`src/common/spart_pkg.sv`:
```
`default_nettype none

package spart_pkg;

	////////////////////
	// Bus and data widths
	////////////////////
	typedef logic [7:0]  data_t;
	typedef logic [1:0]  ioaddr_t;
	typedef logic [15:0] divisor_t;
	typedef logic [31:0] word_t;
	typedef logic [4:0]  reg_idx_t;

	// Register bus addresses
	localparam ioaddr_t IOADDR_DATA    = 2'd0;
	localparam ioaddr_t IOADDR_STATUS  = 2'd1;
	localparam ioaddr_t IOADDR_DB_LOW  = 2'd2;
	localparam ioaddr_t IOADDR_DB_HIGH = 2'd3;

	// Monitor command and reply characters
	localparam data_t CHAR_ENTER = 8'h0d;
	localparam data_t CHAR_DEC   = 8'h31;
	localparam data_t CHAR_INC   = 8'h32;
	localparam data_t CHAR_SPACE = 8'h20;
	localparam data_t CHAR_ZERO  = 8'h30;

	////////////////////
	// Baud divisors, clocks per 16x sample tick
	////////////////////
	localparam divisor_t BAUD_DIV_4800  = 16'd650;
	localparam divisor_t BAUD_DIV_9600  = 16'd325;
	localparam divisor_t BAUD_DIV_19200 = 16'd162;
	localparam divisor_t BAUD_DIV_38400 = 16'd80;

	// br_cfg selects one of the four rates
	function automatic divisor_t baud_divisor(input logic [1:0] br_cfg);
		case (br_cfg)
			2'b00:   return BAUD_DIV_4800;
			2'b01:   return BAUD_DIV_9600;
			2'b10:   return BAUD_DIV_19200;
			default: return BAUD_DIV_38400;
		endcase
	endfunction

endpackage

`default_nettype wire

```
`src/common/spart_bus_if.sv`:
```
`default_nettype none

interface spart_bus_if
	import spart_pkg::*;
();

	// Access strobe and direction, iorw high is a read
	logic    iocs;
	logic    iorw;
	ioaddr_t ioaddr;
	data_t   wdata;

	// Read data and status strobes from the SPART
	data_t   rdata;
	logic    rda;
	logic    tbr;

	modport driver (
		output iocs,
		output iorw,
		output ioaddr,
		output wdata,
		input  rdata,
		input  rda,
		input  tbr
	);

	modport spart (
		input  iocs,
		input  iorw,
		input  ioaddr,
		input  wdata,
		output rdata,
		output rda,
		output tbr
	);

endinterface

`default_nettype wire

```
`src/design/driver.sv`:
```
`default_nettype none

module driver
	import spart_pkg::*;
#(
	parameter int NUM_TRACE = 6
) (
	input  logic        clk,
	input  logic        rst,
	input  logic [1:0]  br_cfg,
	spart_bus_if.driver bus,
	output logic [7:0]  trace_idx,
	input  word_t       trace_val
);

	typedef enum logic [2:0] {
		INIT_LOW_DB,
		INIT_HIGH_DB,
		RECEIVE_WAIT,
		SEND_INDEX,
		SEND_VALUE,
		SEND_SPACE,
		PRINT_PTR
	} state_t;

	localparam logic [7:0] TRACE_END = 8'(NUM_TRACE);

	state_t     state;
	state_t     next_state;
	logic [7:0] ptr;
	logic       ptr_inc;
	logic       ptr_dec;
	divisor_t   divisor;
	data_t      ptr_digit;

	assign divisor   = baud_divisor(br_cfg);
	assign ptr_digit = CHAR_ZERO + {4'b0, ptr[3:0]};
	assign trace_idx = ptr;

	always_ff @(posedge clk or posedge rst) begin
		if (rst)
			state <= INIT_LOW_DB;
		else
			state <= next_state;
	end

	// Trace pointer wraps modulo 256
	always_ff @(posedge clk or posedge rst) begin
		if (rst)
			ptr <= '0;
		else if (ptr_inc)
			ptr <= ptr + 8'd1;
		else if (ptr_dec)
			ptr <= ptr - 8'd1;
	end

	////////////////////
	// Monitor FSM
	////////////////////
	always_comb begin
		next_state = state;
		bus.iocs   = 1'b0;
		bus.iorw   = 1'b1;
		bus.ioaddr = IOADDR_DATA;
		bus.wdata  = '0;
		ptr_inc    = 1'b0;
		ptr_dec    = 1'b0;

		case (state)
			INIT_LOW_DB: begin
				bus.iocs   = 1'b1;
				bus.iorw   = 1'b0;
				bus.ioaddr = IOADDR_DB_LOW;
				bus.wdata  = divisor[7:0];
				next_state = INIT_HIGH_DB;
			end
			INIT_HIGH_DB: begin
				bus.iocs   = 1'b1;
				bus.iorw   = 1'b0;
				bus.ioaddr = IOADDR_DB_HIGH;
				bus.wdata  = divisor[15:8];
				next_state = RECEIVE_WAIT;
			end
			RECEIVE_WAIT: begin
				// Read the character and decode it in the same cycle
				if (bus.rda) begin
					bus.iocs = 1'b1;
					case (bus.rdata)
						CHAR_ENTER: next_state = SEND_INDEX;
						CHAR_DEC: begin
							ptr_dec    = 1'b1;
							next_state = PRINT_PTR;
						end
						CHAR_INC: begin
							ptr_inc    = 1'b1;
							next_state = PRINT_PTR;
						end
						default: next_state = RECEIVE_WAIT;
					endcase
				end
			end
			SEND_INDEX: begin
				// Dump ends once the pointer passes the last trace register
				if (ptr >= TRACE_END) begin
					next_state = RECEIVE_WAIT;
				end else if (bus.tbr) begin
					bus.iocs   = 1'b1;
					bus.iorw   = 1'b0;
					bus.wdata  = ptr_digit;
					next_state = SEND_VALUE;
				end
			end
			SEND_VALUE: begin
				if (bus.tbr) begin
					bus.iocs   = 1'b1;
					bus.iorw   = 1'b0;
					bus.wdata  = trace_val[7:0];
					ptr_inc    = 1'b1;
					next_state = SEND_SPACE;
				end
			end
			SEND_SPACE: begin
				if (bus.tbr) begin
					bus.iocs   = 1'b1;
					bus.iorw   = 1'b0;
					bus.wdata  = CHAR_SPACE;
					next_state = SEND_INDEX;
				end
			end
			PRINT_PTR: begin
				// Pointer already holds the new value here
				if (bus.tbr) begin
					bus.iocs   = 1'b1;
					bus.iorw   = 1'b0;
					bus.wdata  = ptr_digit;
					next_state = RECEIVE_WAIT;
				end
			end
			default: next_state = INIT_LOW_DB;
		endcase
	end

endmodule

`default_nettype wire

```
`src/design/mini_spart_top.sv`:
```
`default_nettype none

module mini_spart_top
	import spart_pkg::*;
#(
	parameter int NUM_TRACE = 6
) (
	input  logic       clk,
	input  logic       rst,
	input  logic [1:0] br_cfg,
	input  logic       rxd,
	output logic       txd,
	input  logic       wb_we,
	input  reg_idx_t   wb_reg,
	input  word_t      wb_data
);

	spart_bus_if bus ();

	logic [7:0] trace_idx;
	word_t      trace_val;

	driver #(
		.NUM_TRACE (NUM_TRACE)
	) u_driver (
		.clk       (clk),
		.rst       (rst),
		.br_cfg    (br_cfg),
		.bus       (bus.driver),
		.trace_idx (trace_idx),
		.trace_val (trace_val)
	);

	// Writeback capture from the external processor
	trace_regs #(
		.NUM_TRACE (NUM_TRACE)
	) u_trace_regs (
		.clk       (clk),
		.rst       (rst),
		.wb_we     (wb_we),
		.wb_reg    (wb_reg),
		.wb_data   (wb_data),
		.trace_idx (trace_idx),
		.trace_val (trace_val)
	);

	spart u_spart (
		.clk (clk),
		.rst (rst),
		.bus (bus.spart),
		.rxd (rxd),
		.txd (txd)
	);

endmodule

`default_nettype wire

```
`src/design/trace_regs.sv`:
```
`default_nettype none

module trace_regs
	import spart_pkg::*;
#(
	parameter int NUM_TRACE = 6
) (
	input  logic       clk,
	input  logic       rst,
	input  logic       wb_we,
	input  reg_idx_t   wb_reg,
	input  word_t      wb_data,
	input  logic [7:0] trace_idx,
	output word_t      trace_val
);

	word_t vals [NUM_TRACE];

	// Register numbers at or above NUM_TRACE match no entry
	always_ff @(posedge clk or posedge rst) begin
		if (rst) begin
			for (int i = 0; i < NUM_TRACE; i++)
				vals[i] <= '0;
		end else if (wb_we) begin
			for (int i = 0; i < NUM_TRACE; i++)
				if (wb_reg == reg_idx_t'(i))
					vals[i] <= wb_data;
		end
	end

	// Out of range index reads as 0xff
	always_comb begin
		trace_val = 32'h0000_00ff;
		for (int i = 0; i < NUM_TRACE; i++)
			if (trace_idx == 8'(i))
				trace_val = vals[i];
	end

endmodule

`default_nettype wire

```
`src/spart/spart.sv`:
```
`default_nettype none

module spart
	import spart_pkg::*;
(
	input  logic             clk,
	input  logic             rst,
	spart_bus_if.spart       bus,
	input  logic             rxd,
	output logic             txd
);

	logic  wr;
	logic  rd;
	logic  load_low;
	logic  load_high;
	logic  start;
	logic  read_data;
	logic  tick;
	data_t rx_data;

	////////////////////
	// Address decode
	////////////////////
	assign wr = bus.iocs & ~bus.iorw;
	assign rd = bus.iocs & bus.iorw;

	assign load_low  = wr && (bus.ioaddr == IOADDR_DB_LOW);
	assign load_high = wr && (bus.ioaddr == IOADDR_DB_HIGH);
	assign start     = wr && (bus.ioaddr == IOADDR_DATA);
	assign read_data = rd && (bus.ioaddr == IOADDR_DATA);

	// Status byte carries rda in bit 0 and tbr in bit 1
	assign bus.rdata = (bus.ioaddr == IOADDR_STATUS) ? {6'b0, bus.tbr, bus.rda} : rx_data;

	spart_baud_gen u_baud_gen (
		.clk       (clk),
		.rst       (rst),
		.load_low  (load_low),
		.load_high (load_high),
		.wdata     (bus.wdata),
		.tick      (tick)
	);

	spart_tx u_tx (
		.clk   (clk),
		.rst   (rst),
		.tick  (tick),
		.start (start),
		.wdata (bus.wdata),
		.txd   (txd),
		.tbr   (bus.tbr)
	);

	spart_rx u_rx (
		.clk       (clk),
		.rst       (rst),
		.tick      (tick),
		.rxd       (rxd),
		.read_data (read_data),
		.rx_data   (rx_data),
		.rda       (bus.rda)
	);

endmodule

`default_nettype wire

```
`src/spart/spart_baud_gen.sv`:
```
`default_nettype none

module spart_baud_gen
	import spart_pkg::*;
(
	input  logic  clk,
	input  logic  rst,
	input  logic  load_low,
	input  logic  load_high,
	input  data_t wdata,
	output logic  tick
);

	divisor_t divisor;
	divisor_t count;
	logic     loaded;

	// Counter stays idle until the high byte completes the divisor
	always_ff @(posedge clk or posedge rst) begin
		if (rst) begin
			divisor <= '0;
			count   <= '0;
			loaded  <= 1'b0;
		end else begin
			if (load_low)
				divisor[7:0] <= wdata;
			if (load_high) begin
				divisor[15:8] <= wdata;
				loaded        <= 1'b1;
				count         <= {wdata, divisor[7:0]} - 16'd1;
			end else if (tick) begin
				count <= divisor - 16'd1;
			end else if (loaded) begin
				count <= count - 16'd1;
			end
		end
	end

	// One tick every divisor clocks
	assign tick = loaded && (count == '0);

endmodule

`default_nettype wire

```
`src/spart/spart_rx.sv`:
```
`default_nettype none

module spart_rx
	import spart_pkg::*;
(
	input  logic  clk,
	input  logic  rst,
	input  logic  tick,
	input  logic  rxd,
	input  logic  read_data,
	output data_t rx_data,
	output logic  rda
);

	typedef enum logic {
		RX_IDLE,
		RX_FRAME
	} rx_state_t;

	// Count of 7 lands on the eighth tick of a bit, near mid-bit
	localparam logic [3:0] SAMPLE_TICK = 4'd7;
	localparam logic [3:0] LAST_TICK   = 4'd15;
	localparam logic [3:0] STOP_BIT    = 4'd9;

	rx_state_t  state;
	logic       rxd_meta;
	logic       rxd_sync;
	logic [3:0] tick_cnt;
	logic [3:0] bit_cnt;
	logic       sample;
	data_t      shift;

	// Two flop synchronizer, idle level is high
	always_ff @(posedge clk or posedge rst) begin
		if (rst) begin
			rxd_meta <= 1'b1;
			rxd_sync <= 1'b1;
		end else begin
			rxd_meta <= rxd;
			rxd_sync <= rxd_meta;
		end
	end

	assign sample = (state == RX_FRAME) && tick && (tick_cnt == SAMPLE_TICK);

	////////////////////
	// Frame control
	////////////////////
	always_ff @(posedge clk or posedge rst) begin
		if (rst) begin
			state    <= RX_IDLE;
			tick_cnt <= '0;
			bit_cnt  <= '0;
			rda      <= 1'b0;
		end else begin
			// A new stop bit wins over a read in the same cycle
			if (sample && (bit_cnt == STOP_BIT))
				rda <= 1'b1;
			else if (read_data)
				rda <= 1'b0;

			case (state)
				RX_IDLE: begin
					if (!rxd_sync) begin
						state    <= RX_FRAME;
						tick_cnt <= '0;
						bit_cnt  <= '0;
					end
				end
				RX_FRAME: begin
					if (tick) begin
						tick_cnt <= tick_cnt + 4'd1;
						if (tick_cnt == LAST_TICK)
							bit_cnt <= bit_cnt + 4'd1;
					end
					// Glitch on the start bit or frame done
					if (sample && (((bit_cnt == '0) && rxd_sync) || (bit_cnt == STOP_BIT)))
						state <= RX_IDLE;
				end
				default: state <= RX_IDLE;
			endcase
		end
	end

	// Data bits arrive LSB first
	always_ff @(posedge clk) begin
		if (sample && (bit_cnt >= 4'd1) && (bit_cnt <= 4'd8))
			shift <= {rxd_sync, shift[7:1]};
		if (sample && (bit_cnt == STOP_BIT))
			rx_data <= shift;
	end

endmodule

`default_nettype wire

```
`src/spart/spart_tx.sv`:
```
`default_nettype none

module spart_tx
	import spart_pkg::*;
(
	input  logic  clk,
	input  logic  rst,
	input  logic  tick,
	input  logic  start,
	input  data_t wdata,
	output logic  txd,
	output logic  tbr
);

	localparam logic [3:0] LAST_TICK = 4'd15;
	localparam logic [3:0] STOP_BIT  = 4'd9;

	logic [9:0] frame;
	logic [3:0] tick_cnt;
	logic [3:0] bit_cnt;
	logic       bit_end;

	assign bit_end = !tbr && tick && (tick_cnt == LAST_TICK);

	// Stop bit, data LSB first, start bit in frame[0]
	always_ff @(posedge clk) begin
		if (start && tbr)
			frame <= {1'b1, wdata, 1'b0};
		else if (bit_end)
			frame <= {1'b1, frame[9:1]};
	end

	////////////////////
	// Bit and tick counters
	////////////////////
	always_ff @(posedge clk or posedge rst) begin
		if (rst) begin
			tbr      <= 1'b1;
			tick_cnt <= '0;
			bit_cnt  <= '0;
		end else if (start && tbr) begin
			tbr      <= 1'b0;
			tick_cnt <= '0;
			bit_cnt  <= '0;
		end else if (!tbr && tick) begin
			tick_cnt <= tick_cnt + 4'd1;
			if (bit_end) begin
				if (bit_cnt == STOP_BIT)
					tbr <= 1'b1;
				else
					bit_cnt <= bit_cnt + 4'd1;
			end
		end
	end

	// Line idles high between frames
	assign txd = tbr ? 1'b1 : frame[0];

endmodule

`default_nettype wire
```
`config.mk`:
```
export PLATFORM = sky130hd
export DESIGN_NAME = mini_spart_top
export DESIGN_NICKNAME = d
export VERILOG_FILES = /design/src/common/spart_pkg.sv /design/src/common/spart_bus_if.sv /design/src/design/driver.sv /design/src/design/mini_spart_top.sv /design/src/design/trace_regs.sv /design/src/spart/spart.sv /design/src/spart/spart_baud_gen.sv /design/src/spart/spart_rx.sv /design/src/spart/spart_tx.sv
export SDC_FILE = /design/constraint.sdc
export NUM_CORES = 1
export LEC_CHECK = 0
export BUFFER_PORTS_ARGS = -buffer_cell sky130_fd_sc_hd__buf_2
export CORE_ASPECT_RATIO = 1.2
export CORE_MARGIN = 4
export CORE_UTILIZATION = 58
export CTS_BUF_LIST = sky130_fd_sc_hd__clkbuf_4
export DETAILED_ROUTE_END_ITERATION = 6
export PLACE_DENSITY_LB_ADDON = 0.12
export SYNTH_ARGS = -nofsm -noshare
export SYNTH_HDL_FRONTEND = slang
export SYNTH_HIERARCHICAL = 1
export SYNTH_SLANG_ARGS = --single-unit
```
`constraint.sdc`:
```
create_clock -name clk -period 10.75 [get_ports clk]
set_input_delay 1.6125 -clock clk [delete_from_list [all_inputs] [get_ports clk]]
set_output_delay 1.6125 -clock clk [all_outputs]
set_load 0.05 [all_outputs]
```
==> results by group, run 1 <==
Outcome
  – Run status: finished, final reports clean

Final layout
  – Register area: 3570 um^2
  – Share of cells above drive strength 1: 0.199
  – Total Nets Final: 778
  – Area grow syn2layout: 5.38%
  – Post-Layout Inst Area: slightly above 8000 um^2
  – Post-layout util: 0.631
  – # fillers: between 900 and 1k
  – Area of the multi-input gates: roughly 3700 um^2

Timing
  – F_max: between 0.2 and 0.25 GHz
  – Slew Limit Headroom: 0.215
  – Final setup fails: 0
  – Tmin final: 4.42 ns
  – Fin. max-slew vios: 0
  – Clock Skews: 0.0202 ns
  – Setup TNS: 0 ns
  – Min Hold Slack: 0.363 ns
  – Final worst path period share: 0.411
  – Worst-Margin Slew: 1.16 ns
  – Hold violation total from the final report: 0
  – RSZ-0062 raised after global routing: false

Floorplanning
  – Core Footprint: approximately 13,000 um^2
  – Die Height: between 100 and 150 um
  – Die width: between 100 and 150 um
  – # rows: 45
  – Initial Util: 0.598
  – Ports: 44
  – Die Area: 15,100 um^2

GRT
  – First-pass GRT wire length: 26,800 um
  – Initial antenna violation count: 1
  – Gr busiest metal: met2
  – M3 GR Usage: 0.0456
  – Grt met2 use: 0.358
  – Vias in the first global route: 5,390
  – Global router's overall resource usage: 0.221
  – GR Util met1: 0.291
  – Largest net degree at the start of global routing: 49
  – Grt ovf: 0

Worst setup path
  – Largest delay share family, worst path: simple AND/OR/NAND/NOR gates
  – Worst path cell trace: nor4_1 > nand4_1 > a32oi_1 > and4b_2 > inv_1 > a22oi_1 > ha_1 > and3_1 > nand2b_1 > or3_1 > a21oi_1 > a21oi_1
  – FF-to-FF Start: u_driver/trace_idx[5]
  – CP bufs+invs: 1
  – Crit path capture type: register
  – Worst r2r dst: u_spart/u_baud_gen/count[6]
  – Startpoint types: register
  – CP most frequent cell: a21oi_1
  – Critical Path AT: 4.82 ns
  – CP Class: reg -> reg
  – FF-to-FF path depth: 12
  – Req. time, crit path: roughly 11 ns
  – Flop-to-flop setup slack: 6.33 ns
  – CP peak stage delay: 0.72 ns
  – Worst path slowest cell: and4b_2
  – Critical-path maximum fanout: 37

Power and ir drop
  – PD cells: 157 nW/um^2
  – Switching fraction of total power: 0.291
  – Int Power: roughly 0.9 mW
  – Tot Pwr: around 1.3 mW
  – Peak supply drop: 110 uV
  – Seq pwr share: 0.515
  – Leakage: around 3.5 nW
  – Comb power frac: 0.189
  – Net Switching: 0.369 mW
  – Clock Power Share: 0.296

Routing
  – DRT iter0 DRCs: 401
  – # DRC: 0
  – Vias: between 5k and 6k
  – ANT nets after route: 0
  – DRT Pass-1 Iters: 5
  – Drt wl/cell: 17.9 um
  – Vias per cell: between 6 and 7
  – Total wire length: 16,100 um

Clock network
  – CTS Buf Count: 17
  – Root Driver: clkbuf_4
  – Hold_buf cts: 0
  – H-tree depth: 4
  – Clock latency on the worst-skew pair: 0.54 ns
  – Clock transition at path regs: 0.11 ns
  – Clock Tree Buf Depth: 2
  – Gates resized, CTS repair: 0
  – Clk sinks: 138
  – CTS tree: done
  – Post-CTS Setup Bufs: 0

Synth
  – Yosys warns: 6
  – Syn Inst Count: between 700 and 800
  – Synth Cell Area: ~7600 um^2
  – Syn Area/Cell: about 11 um^2
  – Syn nets: 780

Worst hold path
  – Worst Hold Class: reg -> reg
  – Hold EP: u_spart/u_rx/rxd_sync
  – Hold path start: u_spart/u_rx/rxd_meta
  – Hold path depth: 0

Placement
  – # port buffers: 19
  – Placed cell area: 7740 um^2
  – GPL Wtd Cong: 0.852
  – Hpwl dp: 11,200 um

Flow run
  – Max-cap violations: 0
-- state kept, by name (all words and copies together) (netlist names) --
signal	count
u_driver/state	3
u_spart/u_baud_gen/loaded	1
u_spart/u_baud_gen/divisor	16
u_spart/u_rx/bit_cnt	4
u_driver/trace_idx	8
u_spart/u_baud_gen/count	16
u_spart/u_rx/shift	8
u_spart/u_tx/bit_cnt	4
u_spart/u_rx/tick_cnt	4
u_spart/u_rx/rda	1
u_spart/u_tx/tbr	1
u_spart/u_tx/frame	9
u_spart/u_tx/tick_cnt	4
u_spart/u_rx/rxd_meta	1
u_spart/u_rx/rx_data	8
u_trace_regs/vals	48
u_spart/u_rx/rxd_sync	1
u_spart/u_rx/state	1
-- layer usage --
metal | wire [um] | up-vias
met5 | 0 | -
met4 | 378 | 0
met3 | 603 | 34
met2 | 7810 | 143
met1 | 7310 | 2715
li1 | - | 2632
-- power groups by stage --
stage	Sequential, mW	Clock (mW)	Combinational (mW)
after floorplan	0.646	0	0.194
after global placement	0.656	0	0.227
after detailed placement	0.661	0	0.237
after CTS	0.651	0.384	0.238
after global routing	0.661	0.409	0.270
final	0.653	0.374	0.240
-- worst max-delay path by stage --
stage                               start                     endpoint  depth (start not counted)
finish              u_driver/trace_idx[5]  u_spart/u_baud_gen/count[6]                         12
floorplan                u_spart/u_tx/tbr  u_spart/u_baud_gen/count[6]                         16
global route        u_driver/trace_idx[7]  u_spart/u_baud_gen/count[6]                         12
global placement    u_driver/trace_idx[7]  u_spart/u_baud_gen/count[6]                         12
CTS                 u_driver/trace_idx[5]  u_spart/u_baud_gen/count[6]                         12
detailed placement  u_driver/trace_idx[5]  u_spart/u_baud_gen/count[6]                         12
-- cell usage in the layout, fill, tap and decap left out, types with 4 or more instances in the layout --
| cell | n |
|---|---|
| a22o_1 | 7 |
| xor2_1 | 9 |
| buf_2 | 19 |
| edfxtp_1 | 24 |
| inv_1 | 26 |
| a21o_1 | 16 |
| dfrtp_1 | 110 |
| buf_4 | 4 |
| clkbuf_4 | 19 |
| nor2_1 | 36 |
| xnor2_1 | 8 |
| nand4_1 | 7 |
| nor2b_1 | 7 |
| mux2i_1 | 35 |
| nor4_1 | 6 |
| bufinv_16 | 4 |
| a21oi_1 | 40 |
| a22oi_1 | 11 |
| mux2_2 | 53 |
| and3_1 | 4 |
| and2_1 | 6 |
| and2_2 | 6 |
| nand2_1 | 70 |
| nand3_1 | 13 |
| a31oi_1 | 7 |
| ha_1 | 14 |
| o21ai_0 | 30 |
| nor3_1 | 19 |
| nand2b_1 | 5 |
| o21ai_1 | 13 |
-- through the flow --
step | instances | setup WS (ns)
floorplan | 722 | 6.92
global route | 898 | 5.94
finish | 898 | 6.33
detailed placement | 865 | 6.41
global placement | 865 | 6.51
CTS | 897 | 6.39
-- layout make-up --
cell class                 count  share of cell area
multi-input combinational    511               0.463
tap                          164              0.0255
antenna                        1            0.000310
sequential                   138               0.443
timing repair buffer          23              0.0155
inverter                      29              0.0135
clock buffer                  19              0.0177
clock inverter                13              0.0217
Power figures use the tool's default switching activity.
==> run 2: changes to the inputs <==
clock period = 4.1 ns   (was 10.75 ns; I/O delays follow)
==> run 2 against run 1 <==
Net effect:
- via count rose by 1.3%
- worst hold slack got worse by 0.25 ns
- critical path depth rose by 1
- wire length rose by 2.7%
- flip-flop and latch count did not move
- sequential power rose to 2.6 times the previous value
- largest power group unchanged
==> results by group, run 2 (same netlist as run 1, synthesis figures left out) <==
Floorplanning
  – # rows: 45 (unchanged)
  – Die Height: 134 um (unchanged)
  – Core Footprint: 12,800 um^2 (unchanged)
  – Die Area: 15,100 um^2 (unchanged)
  – Die width: 113 um (unchanged)
  – Ports: 44 (unchanged)
  – Initial Util: 0.598 (unchanged)

Power and ir drop
  – Peak supply drop: 285 uV (+160%)
  – Leakage: 3.62 nW (+2.1%)
  – PD cells: 400 nW/um^2 (+150%)

Clock network
  – CTS tree: done
  – Clock transition at path regs: 0.11 ns (about the same)
  – Gates resized, CTS repair: 0 (unchanged)
  – Hold_buf cts: 0 (unchanged)
  – Clock Tree Buf Depth: 2 (unchanged)
  – Clock latency on the worst-skew pair: 0.55 ns (about the same)
  – Post-CTS Setup Bufs: 0 (unchanged)
  – H-tree depth: 4 (unchanged)
  – Root Driver: clkbuf_4
  – Clk sinks: 138 (unchanged)
  – CTS Buf Count: 17 (unchanged)

GRT
  – Largest net degree at the start of global routing: 49 (unchanged)
  – Grt ovf: 0 (unchanged)
  – Global router's overall resource usage: 0.229 (+0.00787)
  – Vias in the first global route: 5,589 (+3.7%)
  – Initial antenna violation count: 0 (-1)
  – First-pass GRT wire length: 27,700 um (+3.3%)

Outcome
  – Run status: finished, final reports clean

Final layout
  – ANT cells: 0 (-1)
  – Commonest cells after routing, fill and taps aside: dfrtp_1 (110), nand2_1 (70), mux2_2 (53)
  – Largest register by flop count: u_trace_regs/vals
  – Share of cells above drive strength 1: 0.214 (+0.0144)
  – Layout Cells excl Fill: 913 (+1.7%)
  – Area grow syn2layout: 6.53%
  – Max reg flops: 48 (unchanged)
  – Biggest regs: u_trace_regs/vals: 48 flops, u_spart/u_baud_gen/count: 16 flops, u_spart/u_baud_gen/divisor: 16 flops
  – Commonest non-fill, non-tap cell in the layout: dfrtp_1
  – Total Nets Final: 795 (+2.2%)

Worst setup path
  – Startpoint types: register
  – Critical Path AT: 4.19 ns (-0.63 ns)
  – Critical-path maximum fanout: 9 (-76%)
  – Crit path capture type: register
  – Worst r2r dst: u_driver/trace_idx[7]
  – Req. time, crit path: 4.54 ns (-6.61 ns)
  – CP Class: reg -> reg
  – Flop-to-flop setup slack: 0.35 ns (-5.98 ns)
  – FF-to-FF path depth: 13 (+1)
  – FF-to-FF Start: u_driver/state[2]

Routing
  – Total wire length: 16,500 um (+2.7%)
  – Vias: 5,596 (+1.3%)
  – DRT Pass-1 Iters: 5 (unchanged)
  – Vias per cell: 6.13 (-0.36%)
  – ANT nets after route: 0 (unchanged)
  – Drt wl/cell: 18.1 um (+1.0%)
  – # DRC: 0 (unchanged)
  – DRT iter0 DRCs: 474 (+18%)

Timing
  – Slew Limit Headroom: 0.270 (+0.0543)
  – F_max: 0.267 GHz (+18%)
  – Fin. max-slew vios: 0 (unchanged)
  – Clock Skews: 0.0126 ns (-0.00764 ns)
  – Final worst path period share: 0.914 (+0.504)
  – Tmin final: 3.75 ns (-0.667 ns)
  – Setup TNS: 0 ns (unchanged)
  – Worst-Margin Slew: 1.08 ns (-0.0806 ns)
  – Hold violation total from the final report: 0 (unchanged)
  – Final setup fails: 0 (unchanged)
  – RSZ-0062 raised after global routing: false

Placement
  – Hpwl dp: 11,700 um (+5.3%)
  – # port buffers: 19 (unchanged)
  – Cells after DPL: 882 (+2.0%)
  – GPL Wtd Cong: 0.856 (+0.48%)

Flow run
  – Max-cap violations: 0 (unchanged)

Worst hold path
  – Worst Hold Class: in -> async
==> run 2: changes by cell type in the layout (fill, tap and decap cells not counted) <==
cell / change
bufinv_16: -1
diode_2: -1
inv_6: -1
buf_4: +17
clkinv_2: -2
clkinvlp_4: -1
inv_2: +1
clkbuf_4: +1
clkinv_1: +2
==> run 2: worst max-delay path by stage <==
stage / startpoint / endpoint / slack, ns / cells after the start
global route: u_driver/trace_idx[5] / u_spart/u_baud_gen/count[6] / 0.10 / 13
detailed placement: u_driver/state[2] / u_driver/trace_idx[6] / 0.43 / 13
floorplan: u_spart/u_tx/tbr / u_spart/u_baud_gen/count[6] / 0.27 / 16
global placement: u_driver/state[2] / u_driver/trace_idx[6] / 0.51 / 13
CTS: u_driver/state[2] / u_driver/trace_idx[6] / 0.42 / 13
finish: u_driver/state[2] / u_driver/trace_idx[7] / 0.35 / 13
==> run 2: where the power goes <==
part / switching [mW] / internal (mW)
clock network: 0.470 / 0.430
logic: 0.343 / 0.303
registers: 0.143 / 1.57
==> run 2: layout make-up <==
| cell class | count | area (um^2) |
|---|---|---|
| fillers | 998 | 4630 |
| multi-input cells | 511 | 3730 |
| flip-flops and latches | 138 | 3570 |
| repair buffers | 40 | 253 |
| well taps | 164 | 205 |
| clock buffers | 20 | 150 |
| clock inverters | 11 | 130 |
| inverters | 29 | 109 |
==> run 2: critical path, stage by stage, from the launching register on <==
cell and delay, ns:
dfrtp_1 0.39, or2_1 0.29, inv_2 0.12, and2_1 0.25, nand2b_4 0.11, mux2_4 0.32, nor4bb_1 0.14, a31oi_1 0.70
ha_1 0.43, a21oi_1 0.28, a211oi_1 0.15, nor3_1 0.23, nor3_2 0.08, xor2_1 0.16
==> run 2: per-layer routing <==
metal  track usage  up-vias  part of all wire  wire length, um
met5             0        -                 0                0
met4        0.0795        0             0.019              309
met2         0.386      139              0.51             8380
li1              -     2659                 -                -
met3        0.0492       27             0.037              610
met1         0.292     2771              0.44             7240
==> run 2: per-stage QoR <==
step / hold WS (ns) / total power, mW / area, um^2 / setup WS, ns / utilization
final: 0.113 / 3.26 / 8150 / 0.351 / 0.637
after global routing: 0.0984 / 3.46 / 8150 / 0.102 / 0.637
after CTS: 0.0762 / 3.28 / 8150 / 0.416 / 0.637
after detailed placement: 0.347 / 2.38 / 7870 / 0.428 / 0.616
after global placement: 0.346 / 2.33 / 7870 / 0.510 / 0.616
after floorplan: 0.345 / 2.20 / 7650 / 0.272 / -
==> run 3: changes to the inputs <==
--- a/config.mk
+++ b/config.mk
@@ -7,9 +7,12 @@
 export LEC_CHECK = 0
 export BUFFER_PORTS_ARGS = -buffer_cell sky130_fd_sc_hd__buf_2
+export CELL_PAD_IN_SITES_DETAIL_PLACEMENT = 2
+export CELL_PAD_IN_SITES_GLOBAL_PLACEMENT = 2
 export CORE_ASPECT_RATIO = 1.2
 export CORE_MARGIN = 4
-export CORE_UTILIZATION = 58
+export CORE_UTILIZATION = 46
 export CTS_BUF_LIST = sky130_fd_sc_hd__clkbuf_4
 export DETAILED_ROUTE_END_ITERATION = 6
+export GPL_TIMING_DRIVEN = 0
 export PLACE_DENSITY_LB_ADDON = 0.12
 export SYNTH_ARGS = -nofsm -noshare
==> constraint.sdc (replaced) <==
create_clock -name clk -period 4.1 [get_ports clk]
set_input_delay 0.615 -clock clk [delete_from_list [all_inputs] [get_ports clk]]
set_output_delay 0.615 -clock clk [all_outputs]
set_load 0.1 [all_outputs]
==> run 3 against run 2 <==
Net effect:
- sequential power about the same
- non-clock buffer count grew 25
- design area up 4.1%
- fmax fell by 5.3%
- clock power rose by 18%
- flip-flop and latch count did not move
- global-route usage grew 3.1 points
- register-to-register slack worse by 0.21 ns
- clock-buffer cell count shrank 1
- sequential share of layout area shrank 1.7 points
- critical path type unchanged
- critical endpoint is now u_spart/u_baud_gen/count[6]
- highest routed layer is now met5
==> results by group, run 3 (same netlist as run 1, synthesis figures left out) <==
GRT
  – First-pass GRT wire length: 38,100 um (+38%)
  – Vias in the first global route: 6,773 (+21%)
  – Global router's overall resource usage: 0.260 (+0.0314)
  – Largest net degree at the start of global routing: 34 (-31%)
  – Initial antenna violation count: 1 (+1)
  – Grt ovf: 0 (unchanged)

Timing
  – Setup ws final: 0.142 ns (-0.209 ns)
  – Final worst path period share: 0.965 (+0.0510)
  – Clock Skews: 0.0216 ns (+0.00900 ns)
  – Fin. max-slew vios: 0 (unchanged)
  – Hold violation total from the final report: 0 (unchanged)
  – Worst-Margin Slew: 1.23 ns (+0.142 ns)
  – Tmin final: 3.96 ns (+0.209 ns)
  – F_max: 0.253 GHz (-5.3%)
  – RSZ-0062 raised after global routing: true
  – Final setup fails: 0 (unchanged)
  – Slew Limit Headroom: 0.174 (-0.0960)

Routing
  – ANT nets after route: 0 (unchanged)
  – Vias: 5,948 (+6.3%)
  – Drt wl/cell: 24.2 um (+33%)
  – DRT Pass-1 Iters: 4 (-1)
  – DRT iter0 DRCs: 402 (-15%)
  – Vias per cell: 6.03 (-1.7%)
  – # DRC: 0 (unchanged)
  – Total wire length: 23,900 um (+44%)

Final layout
  – ANT cells: 0 (unchanged)
  – Commonest cells after routing, fill and taps aside: dfrtp_1 (110), nand2_1 (70), mux2_2 (53)
  – Share of cells above drive strength 1: 0.243 (+0.0290)
  – Layout Cells excl Fill: 987 (+8.1%)
  – Largest register by flop count: u_trace_regs/vals
  – Biggest regs: u_trace_regs/vals: 48 flops, u_spart/u_baud_gen/count: 16 flops, u_spart/u_baud_gen/divisor: 16 flops
  – Area grow syn2layout: 10.9%
  – Total Nets Final: 820 (+3.1%)
  – Max reg flops: 48 (unchanged)
  – Post-Layout Inst Area: 8490 um^2 (+4.1%)
  – Commonest non-fill, non-tap cell in the layout: dfrtp_1

Worst setup path
  – Req. time, crit path: 4.56 ns (+0.02 ns)
  – CP Class: reg -> reg
  – Critical Path AT: 4.42 ns (+0.23 ns)
  – Startpoint types: register
  – Critical-path maximum fanout: 10 (+1)
  – Crit path capture type: register
  – FF-to-FF path depth: 15 (+2)

Power and ir drop
  – Peak supply drop: 219 uV (-23%)
  – PD cells: 413 nW/um^2 (+3.2%)
  – Leakage: 3.73 nW (+3.1%)
  – Tot Pwr: 3.50 mW (+7.5%)

Floorplanning
  – Core Footprint: 16,300 um^2 (+27%)
  – Die Height: 149 um (+12%)
  – Initial Util: 0.470 (-0.128)
  – Die width: 126 um (+11%)
  – Die Area: 18,800 um^2 (+24%)
  – Ports: 44 (unchanged)
  – # rows: 51 (+13%)

Clock network
  – Clock Tree Buf Depth: 2 (unchanged)
  – CTS tree: done
  – Hold_buf cts: 0 (unchanged)
  – CTS Buf Count: 17 (unchanged)
  – Clk sinks: 138 (unchanged)
  – Clock latency on the worst-skew pair: 0.56 ns (about the same)
  – H-tree depth: 4 (unchanged)
  – Root Driver: clkbuf_4
  – Clock transition at path regs: 0.14 ns (+0.03 ns)

Placement
  – Hpwl dp: 16,200 um (+38%)
  – Cells after DPL: 954 (+8.2%)
  – GPL Wtd Cong: 0.849 (-0.82%)
  – Place WS: -0.938 ns (-1.37 ns)
  – Placed cell area: 8040 um^2 (+2.1%)
  – # port buffers: 19 (unchanged)

Outcome
  – Run status: finished, final reports clean

Flow run
  – Max-cap violations: 0 (unchanged)

Worst hold path
  – Worst Hold Class: in -> async
-- run 3: changes by cell type in the layout (fill, tap and decap cells not counted), moves of 2 or more --
cell,delta
buf_1,+3
buf_2,+13
buf_4,-8
buf_6,+4
clkbuf_1,+10
clkinv_1,-4
ha_1,-2
inv_6,+3
nor4_4,+2
nor4bb_1,-2
-- run 3: timing repair --
item                                    CTS  global route
endpoints found under the setup margin   19            10
buffers inserted                          2             2
pin swaps                                 1             1
resized for setup                        11            10
-- run 3: worst paths after layout --
path                       slack, ns                   from                            to
min in group clk                0.12                    rxd         u_spart/u_rx/rxd_meta
max in group asynchronous       3.37                    rst  u_spart/u_baud_gen/count[14]
hold reg to reg                 0.37  u_spart/u_rx/rxd_meta         u_spart/u_rx/rxd_sync
hold / removal                  0.12                    rst      u_spart/u_tx/tick_cnt[1]
setup reg to reg                0.14  u_driver/trace_idx[7]   u_spart/u_baud_gen/count[6]
setup / recovery                0.14  u_driver/trace_idx[7]   u_spart/u_baud_gen/count[6]
-- run 3: layer usage --
metal,track usage,up-vias,share of wire
met5,0,-,0.00029
met4,0.0873,2,0.028
met3,0.0469,45,0.021
met2,0.467,83,0.53
met1,0.315,3094,0.42
li1,-,2724,-
-- run 3: through the flow --
step	util	TNS (ns)	hold slack, ns
after floorplan	-	0	0.345
after global placement	0.492	-5.46	0.347
after detailed placement	0.494	-4.85	0.349
after CTS	0.518	0	0.0804
after global routing	0.521	-0.0943	0.0432
final	0.521	0	0.115
-- run 3: area by class of cell --
cell class | instances | area, um^2
tap | 212 | 265
inverter | 29 | 109
clock buffer | 19 | 143
multi-input combinational | 511 | 3820
buffer | 41 | 239
timing repair buffer | 24 | 145
fill | 1691 | 7790
clock inverter | 13 | 190
sequential | 138 | 3570
-- run 3: critical path, cell delays in order, from the launching register on --
cell and delay, ns:
dfrtp_1 0.46, nor4_4 0.33, nand4_1 0.30, nand2_1 0.20
o21ai_1 0.13, and4b_2 0.48, buf_4 0.24, a21o_1 0.20
buf_4 0.21, mux2i_1 0.21, ha_2 0.27, and3_1 0.21
nand2b_1 0.08, or3_1 0.31, a21oi_1 0.16, a21oi_1 0.06
-- run 3: power by group --
part,total (mW),internal [mW],switching [mW]
combinational,0.708,0.316,0.392
sequential,1.73,1.57,0.162
clock,1.06,0.504,0.560
total,3.50,2.39,1.11
